$ cat config.mk
export PLATFORM = sky130hd
export DESIGN_NAME = sdm_dump_top
export DESIGN_NICKNAME = d
export VERILOG_FILES = /design/src/verilog/sdm_capture_pkg.sv /design/src/verilog/uart_hex_pkg.sv /design/src/verilog/sdm_capture.sv /design/src/verilog/sample_fifo.sv /design/src/verilog/hex_dump_tx.sv /design/src/verilog/sdm_dump_top.sv
export VERILOG_INCLUDE_DIRS = /design/src /design/src/verilog
export SDC_FILE = /design/constraint.sdc
export NUM_CORES = 1
export LEC_CHECK = 0
export BUFFER_PORTS_ARGS = -buffer_cell sky130_fd_sc_hd__buf_2
export CAP_MARGIN = 20
export CORE_MARGIN = 10
export CORE_UTILIZATION = 42
export CTS_CLUSTER_DIAMETER = 50
export DETAILED_ROUTE_END_ITERATION = 8
export PLACE_DENSITY = 0.61
export SETUP_SLACK_MARGIN = 0.02
export SYNTH_ARGS = -nofsm -noshare
export SYNTH_HDL_FRONTEND = slang
export SYNTH_SLANG_ARGS = --single-unit
$ cat constraint.sdc
create_clock -name clk -period 7.8 [get_ports clk]
set_input_delay 0.78 -clock clk [delete_from_list [all_inputs] [get_ports clk]]
set_output_delay 0.78 -clock clk [all_outputs]
set_load 0.02 [all_outputs]
$ cat src/verilog/sdm_dump_defines.svh
`ifndef SDM_DUMP_DEFINES_SVH
`define SDM_DUMP_DEFINES_SVH

// Decimation window in clock cycles.
// Both channels close a window on the same cycle, so two samples are produced
// per window. With an 8-bit sample the full-scale count of 256 saturates to 255.
`define SDM_WINDOW 256

// Sample FIFO depth in record words.
`define SDM_FIFO_DEPTH 8

// UART bit period in clock cycles.
// A record line is six 10-bit characters, 60 bit periods in total.
`define SDM_BIT_CYCLES 4

`endif

$ cat src/verilog/sdm_capture_pkg.sv
package sdm_capture_pkg;

    localparam int NUM_CHAN = 2;
    localparam int LOST_W = 15;                  // Width of the lost-sample count.

    localparam logic SDM_TAG_SAMPLE = 1'b0;
    localparam logic SDM_TAG_OVF = 1'b1;

    typedef logic sdm_chan_t;                    // Channel index.

    // Sample record layout.
    typedef struct packed {
        logic       tag;
        sdm_chan_t  chan;
        logic [5:0] rsvd;                        // Always zero.
        logic [7:0] value;
    } sdm_sample_t;

    // Overflow record layout.
    typedef struct packed {
        logic              tag;
        logic [LOST_W-1:0] lost;
    } sdm_ovf_t;

    // One FIFO word, decoded by its tag bit.
    typedef union packed {
        sdm_sample_t smp;
        sdm_ovf_t    ovf;
    } sdm_record_t;

endpackage

$ cat src/verilog/uart_hex_pkg.sv
package uart_hex_pkg;

    // Serializer state for one character.
    typedef enum logic [1:0] {
        TX_IDLE,
        TX_START,
        TX_DATA,
        TX_STOP
    } tx_state_t;

    // Position of the character within a line.
    typedef logic [2:0] hex_char_idx_t;

    // Four hex digits, then CR, then LF.
    localparam hex_char_idx_t LINE_LAST_IDX = 3'd5;

    localparam logic [7:0] ASCII_CR = 8'h0D;
    localparam logic [7:0] ASCII_LF = 8'h0A;

endpackage

$ cat src/verilog/sdm_capture.sv
`timescale 1ns/100ps
`include "sdm_dump_defines.svh"

module sdm_capture (
    input  logic                         clk,
    input  logic                         i_rst_n,
    input  logic                         i_enable,
    input  logic [1:0]                   i_lvds_in,
    input  logic                         i_full,
    output logic [1:0]                   o_comp_fb,
    output logic                         o_wr_en,
    output sdm_capture_pkg::sdm_record_t o_wr_data,
    output logic                         o_overflow
);
    import sdm_capture_pkg::*;

    localparam int WIN_W = $clog2(`SDM_WINDOW);
    localparam int ONES_W = $clog2(`SDM_WINDOW + 1);

    logic [NUM_CHAN-1:0] sync_q1;
    logic [NUM_CHAN-1:0] sync_q2;
    logic [WIN_W-1:0]    win_cnt;
    logic                win_run;
    logic                win_end;
    logic [ONES_W-1:0]   ones_cnt [NUM_CHAN];
    logic [ONES_W-1:0]   ones_sum [NUM_CHAN];
    logic [7:0]          samp_val [NUM_CHAN];
    logic [NUM_CHAN-1:0] pend;
    logic [LOST_W-1:0]   drop_cnt;
    logic                sel_pend;
    sdm_chan_t           sel_chan;

    // Two-flop synchronizer, looped back as comparator feedback.
    always_ff @(posedge clk or negedge i_rst_n) begin
        if (!i_rst_n) begin
            sync_q1 <= '0;
            sync_q2 <= '0;
        end else begin
            sync_q1 <= i_lvds_in;
            sync_q2 <= sync_q1;
        end
    end

    assign o_comp_fb = sync_q2;

    // A started window always runs to its end.
    assign win_end = win_run && (win_cnt == WIN_W'(`SDM_WINDOW - 1));

    always_ff @(posedge clk or negedge i_rst_n) begin
        if (!i_rst_n) begin
            win_run <= 1'b0;
            win_cnt <= '0;
        end else if (win_end) begin
            win_run <= i_enable;                 // Next window only if still enabled.
            win_cnt <= '0;
        end else if (win_run) begin
            win_cnt <= win_cnt + 1'b1;
        end else if (i_enable) begin
            win_run <= 1'b1;
        end
    end

    always_comb begin
        for (int ch = 0; ch < NUM_CHAN; ch++) begin
            ones_sum[ch] = ones_cnt[ch] + ONES_W'(sync_q2[ch]);
        end
    end

    always_ff @(posedge clk or negedge i_rst_n) begin
        if (!i_rst_n) begin
            for (int ch = 0; ch < NUM_CHAN; ch++) begin
                ones_cnt[ch] <= '0;
            end
        end else begin
            for (int ch = 0; ch < NUM_CHAN; ch++) begin
                if (win_end) begin
                    ones_cnt[ch] <= '0;
                end else if (win_run) begin
                    ones_cnt[ch] <= ones_sum[ch];
                end
            end
        end
    end

    // Last bit of the window is included, full scale clips to 255.
    always_ff @(posedge clk) begin
        for (int ch = 0; ch < NUM_CHAN; ch++) begin
            if (win_end) begin
                samp_val[ch] <= (ones_sum[ch] > ONES_W'(255)) ? 8'hFF : ones_sum[ch][7:0];
            end
        end
    end

    assign sel_pend = |pend;
    assign sel_chan = pend[0] ? 1'b0 : 1'b1;     // Channel 0 goes first.

    assign o_wr_en = (sel_pend || (drop_cnt != '0)) && !i_full;
    assign o_overflow = (drop_cnt != '0);

    always_comb begin
        o_wr_data = '0;
        if (sel_pend) begin
            o_wr_data.smp.tag = SDM_TAG_SAMPLE;
            o_wr_data.smp.chan = sel_chan;
            o_wr_data.smp.value = samp_val[sel_chan];
        end else begin
            o_wr_data.ovf.tag = SDM_TAG_OVF;
            o_wr_data.ovf.lost = drop_cnt;
        end
    end

    // A pending sample is either written or dropped on the cycle it is selected.
    always_ff @(posedge clk or negedge i_rst_n) begin
        if (!i_rst_n) begin
            pend <= '0;
            drop_cnt <= '0;
        end else begin
            if (win_end) begin
                pend <= '1;
            end else if (sel_pend) begin
                pend[sel_chan] <= 1'b0;
            end
            if (sel_pend && i_full) begin
                if (drop_cnt != '1) begin
                    drop_cnt <= drop_cnt + 1'b1;
                end
            end else if (!sel_pend && !i_full) begin
                drop_cnt <= '0;                  // Lost count goes out this cycle.
            end
        end
    end

    // Both samples of a closed window are due on the next two cycles.
    a_pend_two_cycles: assert property (@(posedge clk) disable iff (!i_rst_n)
        win_end |=> sel_pend ##1 sel_pend ##1 !sel_pend);

    a_ovf_count_nonzero: assert property (@(posedge clk) disable iff (!i_rst_n)
        (o_wr_en && (o_wr_data.ovf.tag == SDM_TAG_OVF)) |-> (o_wr_data.ovf.lost != '0));

endmodule

$ cat src/verilog/sample_fifo.sv
`timescale 1ns/100ps
`include "sdm_dump_defines.svh"

module sample_fifo (
    input  logic                         clk,
    input  logic                         i_rst_n,
    input  logic                         i_wr_en,
    input  sdm_capture_pkg::sdm_record_t i_wr_data,
    input  logic                         i_rd_en,
    output sdm_capture_pkg::sdm_record_t o_rd_data,
    output logic                         o_full,
    output logic                         o_empty
);
    import sdm_capture_pkg::*;

    localparam int DEPTH = `SDM_FIFO_DEPTH;
    localparam int AW = (DEPTH > 1) ? $clog2(DEPTH) : 1;
    localparam int CW = $clog2(DEPTH + 1);

    sdm_record_t   mem [DEPTH];
    logic [AW-1:0] wr_ptr;
    logic [AW-1:0] rd_ptr;
    logic [CW-1:0] count;
    logic [CW-1:0] count_nxt;
    logic          wr_ok;
    logic          rd_ok;

    function automatic logic [AW-1:0] ptr_inc(input logic [AW-1:0] ptr);
        return (ptr == AW'(DEPTH - 1)) ? '0 : ptr + 1'b1;
    endfunction

    assign wr_ok = i_wr_en && !o_full;
    assign rd_ok = i_rd_en && !o_empty;

    always_comb begin
        count_nxt = count;
        if (wr_ok && !rd_ok) begin
            count_nxt = count + 1'b1;
        end else if (rd_ok && !wr_ok) begin
            count_nxt = count - 1'b1;
        end
    end

    always_ff @(posedge clk or negedge i_rst_n) begin
        if (!i_rst_n) begin
            wr_ptr <= '0;
            rd_ptr <= '0;
            count <= '0;
            o_full <= 1'b0;
            o_empty <= 1'b1;
        end else begin
            if (wr_ok) wr_ptr <= ptr_inc(wr_ptr);
            if (rd_ok) rd_ptr <= ptr_inc(rd_ptr);
            count <= count_nxt;
            o_full <= (count_nxt == CW'(DEPTH));
            o_empty <= (count_nxt == '0);
        end
    end

    // Read data is valid the cycle after the read strobe.
    always_ff @(posedge clk) begin
        if (wr_ok) mem[wr_ptr] <= i_wr_data;
        if (rd_ok) o_rd_data <= mem[rd_ptr];
    end

    a_no_write_full: assert property (@(posedge clk) disable iff (!i_rst_n)
        i_wr_en |-> !o_full);

    a_no_read_empty: assert property (@(posedge clk) disable iff (!i_rst_n)
        i_rd_en |-> !o_empty);

endmodule

$ cat src/verilog/hex_dump_tx.sv
`timescale 1ns/100ps
`include "sdm_dump_defines.svh"

module hex_dump_tx (
    input  logic                         clk,
    input  logic                         i_rst_n,
    input  logic                         i_empty,
    input  sdm_capture_pkg::sdm_record_t i_rd_data,
    output logic                         o_rd_en,
    output logic                         o_uart_tx
);
    import sdm_capture_pkg::*;
    import uart_hex_pkg::*;

    localparam int BAUD_W = $clog2(`SDM_BIT_CYCLES + 1);

    tx_state_t         state;
    hex_char_idx_t     char_idx;
    sdm_record_t       rec_q;
    logic [15:0]       rec_word;
    logic              latch_pend;
    logic [BAUD_W-1:0] baud_cnt;
    logic              baud_end;
    logic [2:0]        bit_idx;
    logic [7:0]        shift_q;
    logic [7:0]        char_code;
    logic              tx_bit;

    function automatic logic [7:0] hex_ascii(input logic [3:0] nib);
        return (nib < 4'd10) ? (8'h30 + 8'(nib)) : (8'h37 + 8'(nib));
    endfunction

    // Pop only from idle, one strobe per record.
    assign o_rd_en = (state == TX_IDLE) && !latch_pend && !i_empty;

    assign rec_word = rec_q;
    assign baud_end = (baud_cnt == BAUD_W'(`SDM_BIT_CYCLES - 1));

    always_comb begin
        case (char_idx)
            3'd0:    char_code = hex_ascii(rec_word[15:12]);
            3'd1:    char_code = hex_ascii(rec_word[11:8]);
            3'd2:    char_code = hex_ascii(rec_word[7:4]);
            3'd3:    char_code = hex_ascii(rec_word[3:0]);
            3'd4:    char_code = ASCII_CR;
            default: char_code = ASCII_LF;
        endcase
    end

    always_comb begin
        case (state)
            TX_START: tx_bit = 1'b0;
            TX_DATA:  tx_bit = shift_q[0];       // LSB first.
            default:  tx_bit = 1'b1;
        endcase
    end

    always_ff @(posedge clk) begin
        if (latch_pend) begin
            rec_q <= i_rd_data;
        end
        if ((state == TX_START) && baud_end) begin
            shift_q <= char_code;
        end else if ((state == TX_DATA) && baud_end) begin
            shift_q <= shift_q >> 1;
        end
    end

    always_ff @(posedge clk or negedge i_rst_n) begin
        if (!i_rst_n) begin
            state <= TX_IDLE;
            char_idx <= '0;
            latch_pend <= 1'b0;
            baud_cnt <= '0;
            bit_idx <= '0;
            o_uart_tx <= 1'b1;
        end else begin
            latch_pend <= o_rd_en;
            o_uart_tx <= tx_bit;
            if ((state == TX_IDLE) || baud_end) begin
                baud_cnt <= '0;
            end else begin
                baud_cnt <= baud_cnt + 1'b1;
            end
            case (state)
                TX_IDLE: begin
                    if (latch_pend) begin
                        state <= TX_START;
                        char_idx <= '0;
                    end
                end
                TX_START: begin
                    if (baud_end) begin
                        state <= TX_DATA;
                        bit_idx <= '0;
                    end
                end
                TX_DATA: begin
                    if (baud_end) begin
                        bit_idx <= bit_idx + 1'b1;
                        if (bit_idx == 3'd7) state <= TX_STOP;
                    end
                end
                TX_STOP: begin
                    if (baud_end) begin
                        if (char_idx == LINE_LAST_IDX) begin
                            state <= TX_IDLE;
                        end else begin
                            char_idx <= char_idx + 1'b1;
                            state <= TX_START;
                        end
                    end
                end
                default: state <= TX_IDLE;
            endcase
        end
    end

    // Sample records from capture carry clean reserved bits.
    a_sample_rsvd_zero: assert property (@(posedge clk) disable iff (!i_rst_n)
        (latch_pend && (i_rd_data.smp.tag == SDM_TAG_SAMPLE)) |->
            ((i_rd_data.smp.rsvd == '0) && !$isunknown(i_rd_data.smp.chan)));

endmodule

$ cat src/verilog/sdm_dump_top.sv
`timescale 1ns/100ps

module sdm_dump_top (
    input  logic       clk,
    input  logic       i_rst_n,
    input  logic       i_enable,
    input  logic [1:0] i_lvds_in,
    output logic [1:0] o_comp_fb,
    output logic       o_uart_tx,
    output logic       o_overflow
);
    import sdm_capture_pkg::*;

    logic        wr_en;
    sdm_record_t wr_data;
    logic        fifo_full;
    logic        rd_en;
    sdm_record_t rd_data;
    logic        fifo_empty;

    sdm_capture u_capture (
        .clk        (clk),
        .i_rst_n    (i_rst_n),
        .i_enable   (i_enable),
        .i_lvds_in  (i_lvds_in),
        .i_full     (fifo_full),
        .o_comp_fb  (o_comp_fb),
        .o_wr_en    (wr_en),
        .o_wr_data  (wr_data),
        .o_overflow (o_overflow)
    );

    sample_fifo u_fifo (
        .clk       (clk),
        .i_rst_n   (i_rst_n),
        .i_wr_en   (wr_en),
        .i_wr_data (wr_data),
        .i_rd_en   (rd_en),
        .o_rd_data (rd_data),
        .o_full    (fifo_full),
        .o_empty   (fifo_empty)
    );

    hex_dump_tx u_tx (
        .clk       (clk),
        .i_rst_n   (i_rst_n),
        .i_empty   (fifo_empty),
        .i_rd_data (rd_data),
        .o_rd_en   (rd_en),
        .o_uart_tx (o_uart_tx)
    );

endmodule

==> key figures <==
Die
  – Die W: 184 µm
  – Initial Util: 42.4%
  – Core area: around 0.027 mm²
  – Die height: around 180 µm
  – Num rows: 60
  – # IOs: 9
  – DIE AREA: between 0.03 and 0.04 mm²

Routing
  – WL per Instance: about 18 µm
  – Drt first-iter violations: approximately 440
  – Vias after detailed routing: between 6k and 7k
  – DRC Markers: 0
  – Pre-Repair DR Iteration Count: 5
  – ANT nets after route: 0
  – Drt via density: 5.30
  – Final wirelength: roughly 21000 µm

Synth
  – Top_reg_cell synth: edfxtp_1
  – Post-synth cell types: 58
  – Async set or reset register ratio after synthesis: roughly 29%
  – Number of synthesized flops with an enable pin: about 180
  – Syn_nets: 834
  – FF+latch count, synth: ~260
  – Mapped Cells: 798
  – Synth warnings: 0
  – Sequential fraction of the synthesis area: between 60% and 70%
  – Syn Std Cell Area: 0.0113 mm²
  – Syn avg cell area: roughly 14 µm²

Clock network
  – # hold bufs at CTS: 0
  – CTS tree: done
  – CTS Root Cell: clkbuf_16
  – Setup bufs post-CTS: 0
  – Reg clk slew, reported paths: 0.06 ns
  – Total CTS buffers: 30
  – Clock sinks: about 260
  – Post-CTS Resized: 0
  – Clk_lat worst skew: about 0.54 ns
  – H-tree depth: 1
  – Longest Clk Path Bufs: 3

Pwr
  – VDD IR-drop max: 199 µV
  – P_leak: 4.51 nW
  – Power Total: approximately 3.1 mW
  – Power Density: 239 mW/mm²

Cells and area
  – Number of antenna diodes: 0
  – Area Growth Syn to Fin: 13.6%
  – Fin cells: between 1k and 1.5k
  – Fraction of layout cells with a size suffix above 1: a little under a fifth
  – Fin nets: 860

Placement
  – Placed insts: 1132
  – DP HPWL: 13900 µm
  – Port buffer count: 8
  – RD Place Congestion: between 0.7 and 0.8

Worst setup path
  – Crit path launch type: flop
  – Reg2reg setup slack: 5.04 ns
  – CP Max Fanout: 16
  – Peak per-stage delay on the critical path: 0.77 ns
  – Worst path slowest cell: a41oi_2
  – R2r startpoint: u_capture.pend[1]
  – CP endpoint kind: flop
  – Crit Path Class: reg -> reg
  – Worst r2r path cells: 5
  – Crit-path leading delay family: compound AO/OA/AOI/OAI gates
  – FF-to-FF End: u_fifo.mem[2][0]
  – Crit path cell chain: nor4_1 -> a41oi_2 -> nand2b_1 -> nor3b_2 -> buf_4
  – CP startpoint: u_capture.pend[1]
  – Worst Path Buf+Inv: 1
  – CP required: between 8 and 9 ns
  – CP Depth: 5
  – Worst path arrival time: between 2 and 3 ns

Global routing
  – Initial antenna violation count: 0
  – Total track usage: between 10% and 20%
  – GR Overflow Total: 0
  – Vias in the first global route: around 6.3k
  – First-pass GRT wire length: 34700 µm
  – Largest net degree at the start of global routing: 50

Min path
  – Worst min path class: in -> async

STA
  – Max Clk Rate: 362 MHz
  – Final Critical Period: 2.76 ns
  – Sum of negative setup slack: 0 ns
  – Slew Limit Headroom: a little under a quarter
  – Skew final: 0.00991 ns
  – Pins over their slew limit: 0
  – Unrepaired setup endpoints after global routing: no
  – Final worst path period share: around 35%
  – Setup violations, final: 0
  – Slew at the pin with the worst max-slew slack: around 1.1 ns
  – Hold Fails Final Rpt: 0

Status
  – Status: completed

Run
  – Max-cap check violation count: 0
==> cells in the mapped netlist, drive strengths merged, types with 2 or more instances <==
library cell / count / area, µm²
buf: 10 / 61.3
nor2: 19 / 71.3
mux4: 32 / 721
or3: 3 / 18.8
and3: 14 / 87.6
dfstp: 2 / 52.6
clkbuf: 20 / 75.1
o21a: 2 / 15.0
a41oi: 2 / 25.0
a22o: 7 / 61.3
and2: 11 / 68.8
dfrtp: 71 / 1780
o21ai: 55 / 275
a222oi: 2 / 20.0
nand2: 92 / 345
ha: 31 / 388
xnor2: 20 / 175
mux2i: 22 / 236
a221o: 2 / 20.0
nand4: 13 / 81.3
nor3b: 7 / 57.6
mux2: 24 / 270
o31ai: 10 / 75.1
inv: 35 / 131
o221ai: 2 / 17.5
a31oi: 4 / 25.0
o22ai: 8 / 50.1
a211oi: 2 / 15.0
nor2b: 10 / 62.6
nor4: 5 / 43.8
o211ai: 4 / 30.0
nor3: 14 / 70.1
xor2: 4 / 50.1
and4: 2 / 17.5
a21oi: 12 / 60.1
edfxtp: 183 / 5500
a21o: 4 / 30.0
nand2b: 13 / 81.3
nand3: 15 / 75.1
==> how the worst max path moves through the flow <==
| stage | endpoint |
|---|---|
| global placement | u_fifo.mem[3][4] |
| CTS | u_fifo.mem[2][0] |
| finish | u_fifo.mem[2][0] |
| global route | u_fifo.mem[4][5] |
| floorplan | u_fifo.mem[2][0] |
| detailed placement | u_fifo.mem[2][14] |
==> power by group <==
group	switching (mW)	internal, mW
clock network	0.561	0.878
logic	0.0590	0.0549
registers	0.0307	1.49
==> area by class of cell <==
cell class	count	area [µm²]
Clock inverter	20	249
Tap cell	341	427
Clock buffer	36	805
Multi-Input combinational cell	477	3770
Fill cell	2287	13900
Timing Repair Buffer	24	163
Sequential cell	256	7330
Inverter	35	131
==> placed cells by master, fill, tap and decap left out, types with 5 or more instances in the layout <==
cell / count
o22ai_1: 8
o31ai_1: 10
mux2_2: 24
mux2i_1: 20
nand2b_1: 13
nor2b_1: 10
inv_1: 34
ha_1: 31
mux4_2: 32
nor2_1: 19
a22o_1: 7
clkbuf_16: 31
o21ai_0: 55
edfxtp_1: 183
nand4_1: 13
nor3_1: 11
buf_4: 16
nand3_1: 15
a21oi_1: 12
and2_1: 11
nand2_1: 92
and3_1: 14
clkinv_2: 5
buf_2: 7
dfrtp_1: 69
xnor2_1: 20
nor3b_2: 5
==> layer usage <==
metal | global-route usage, % | vias up | wire length (µm)
li1 | - | 3057 | -
met1 | 16.0 | 3104 | 9230
met2 | 22.2 | 103 | 10700
met3 | 2.21 | 35 | 762
met4 | 3.83 | 0 | 543
met5 | 0 | - | 0
==> worst reg2reg max path, stage by stage, from the launching register on <==
cell	delay (ns)
dfrtp_1	0.70
nor4_1	0.16
a41oi_2	0.77
nand2b_1	0.30
nor3b_2	0.24
buf_4	0.27
==> state kept, by name (all words and copies together) (netlist names), 2 cells and up <==
register / flops
u_capture.ones_cnt: 18
u_tx.state: 2
u_tx.rec_q: 16
u_tx.shift_q: 7
u_fifo.rd_ptr: 3
u_tx.baud_cnt: 3
u_tx.char_idx: 3
u_capture.win_cnt: 8
u_fifo.wr_ptr: 3
u_capture.pend: 2
u_fifo.mem: 128
u_tx.bit_idx: 3
u_fifo.count: 4
u_capture.o_comp_fb: 2
u_fifo.o_rd_data: 16
u_capture.samp_val: 16
u_capture.sync_q1: 2
u_capture.drop_cnt: 15
==> cells by family (layout without fill, tap and decap cells) <==
| kind of cell | count (synthesis) | count (layout) | share of synthesized area, % |
|---|---|---|---|
| compound gates | 121 | 121 | 6.73 |
| simple gates | 223 | 223 | 9.98 |
| buf+inv | 65 | 115 | 2.36 |
| mux | 78 | 78 | 10.8 |
| fa+ha+maj | 31 | 31 | 3.43 |
| xor+xnor | 24 | 24 | 1.99 |
| flops | 256 | 256 | 64.7 |
==> stage by stage <==
stage	setup WS, ns	hold WS (ns)	cell area (µm²)	util (%)
2_1_floorplan	4.74	0.331	11300	-
3_3_place_gp	5.09	0.332	11800	44.2
3_5_place_dp	5.07	0.343	11800	44.2
4_1_cts	5.05	0.137	12900	48.1
5_1_grt	4.88	0.148	12900	48.2
6_report	5.04	0.142	12900	48.2
Note: power is estimated with default switching activity, not from simulation.
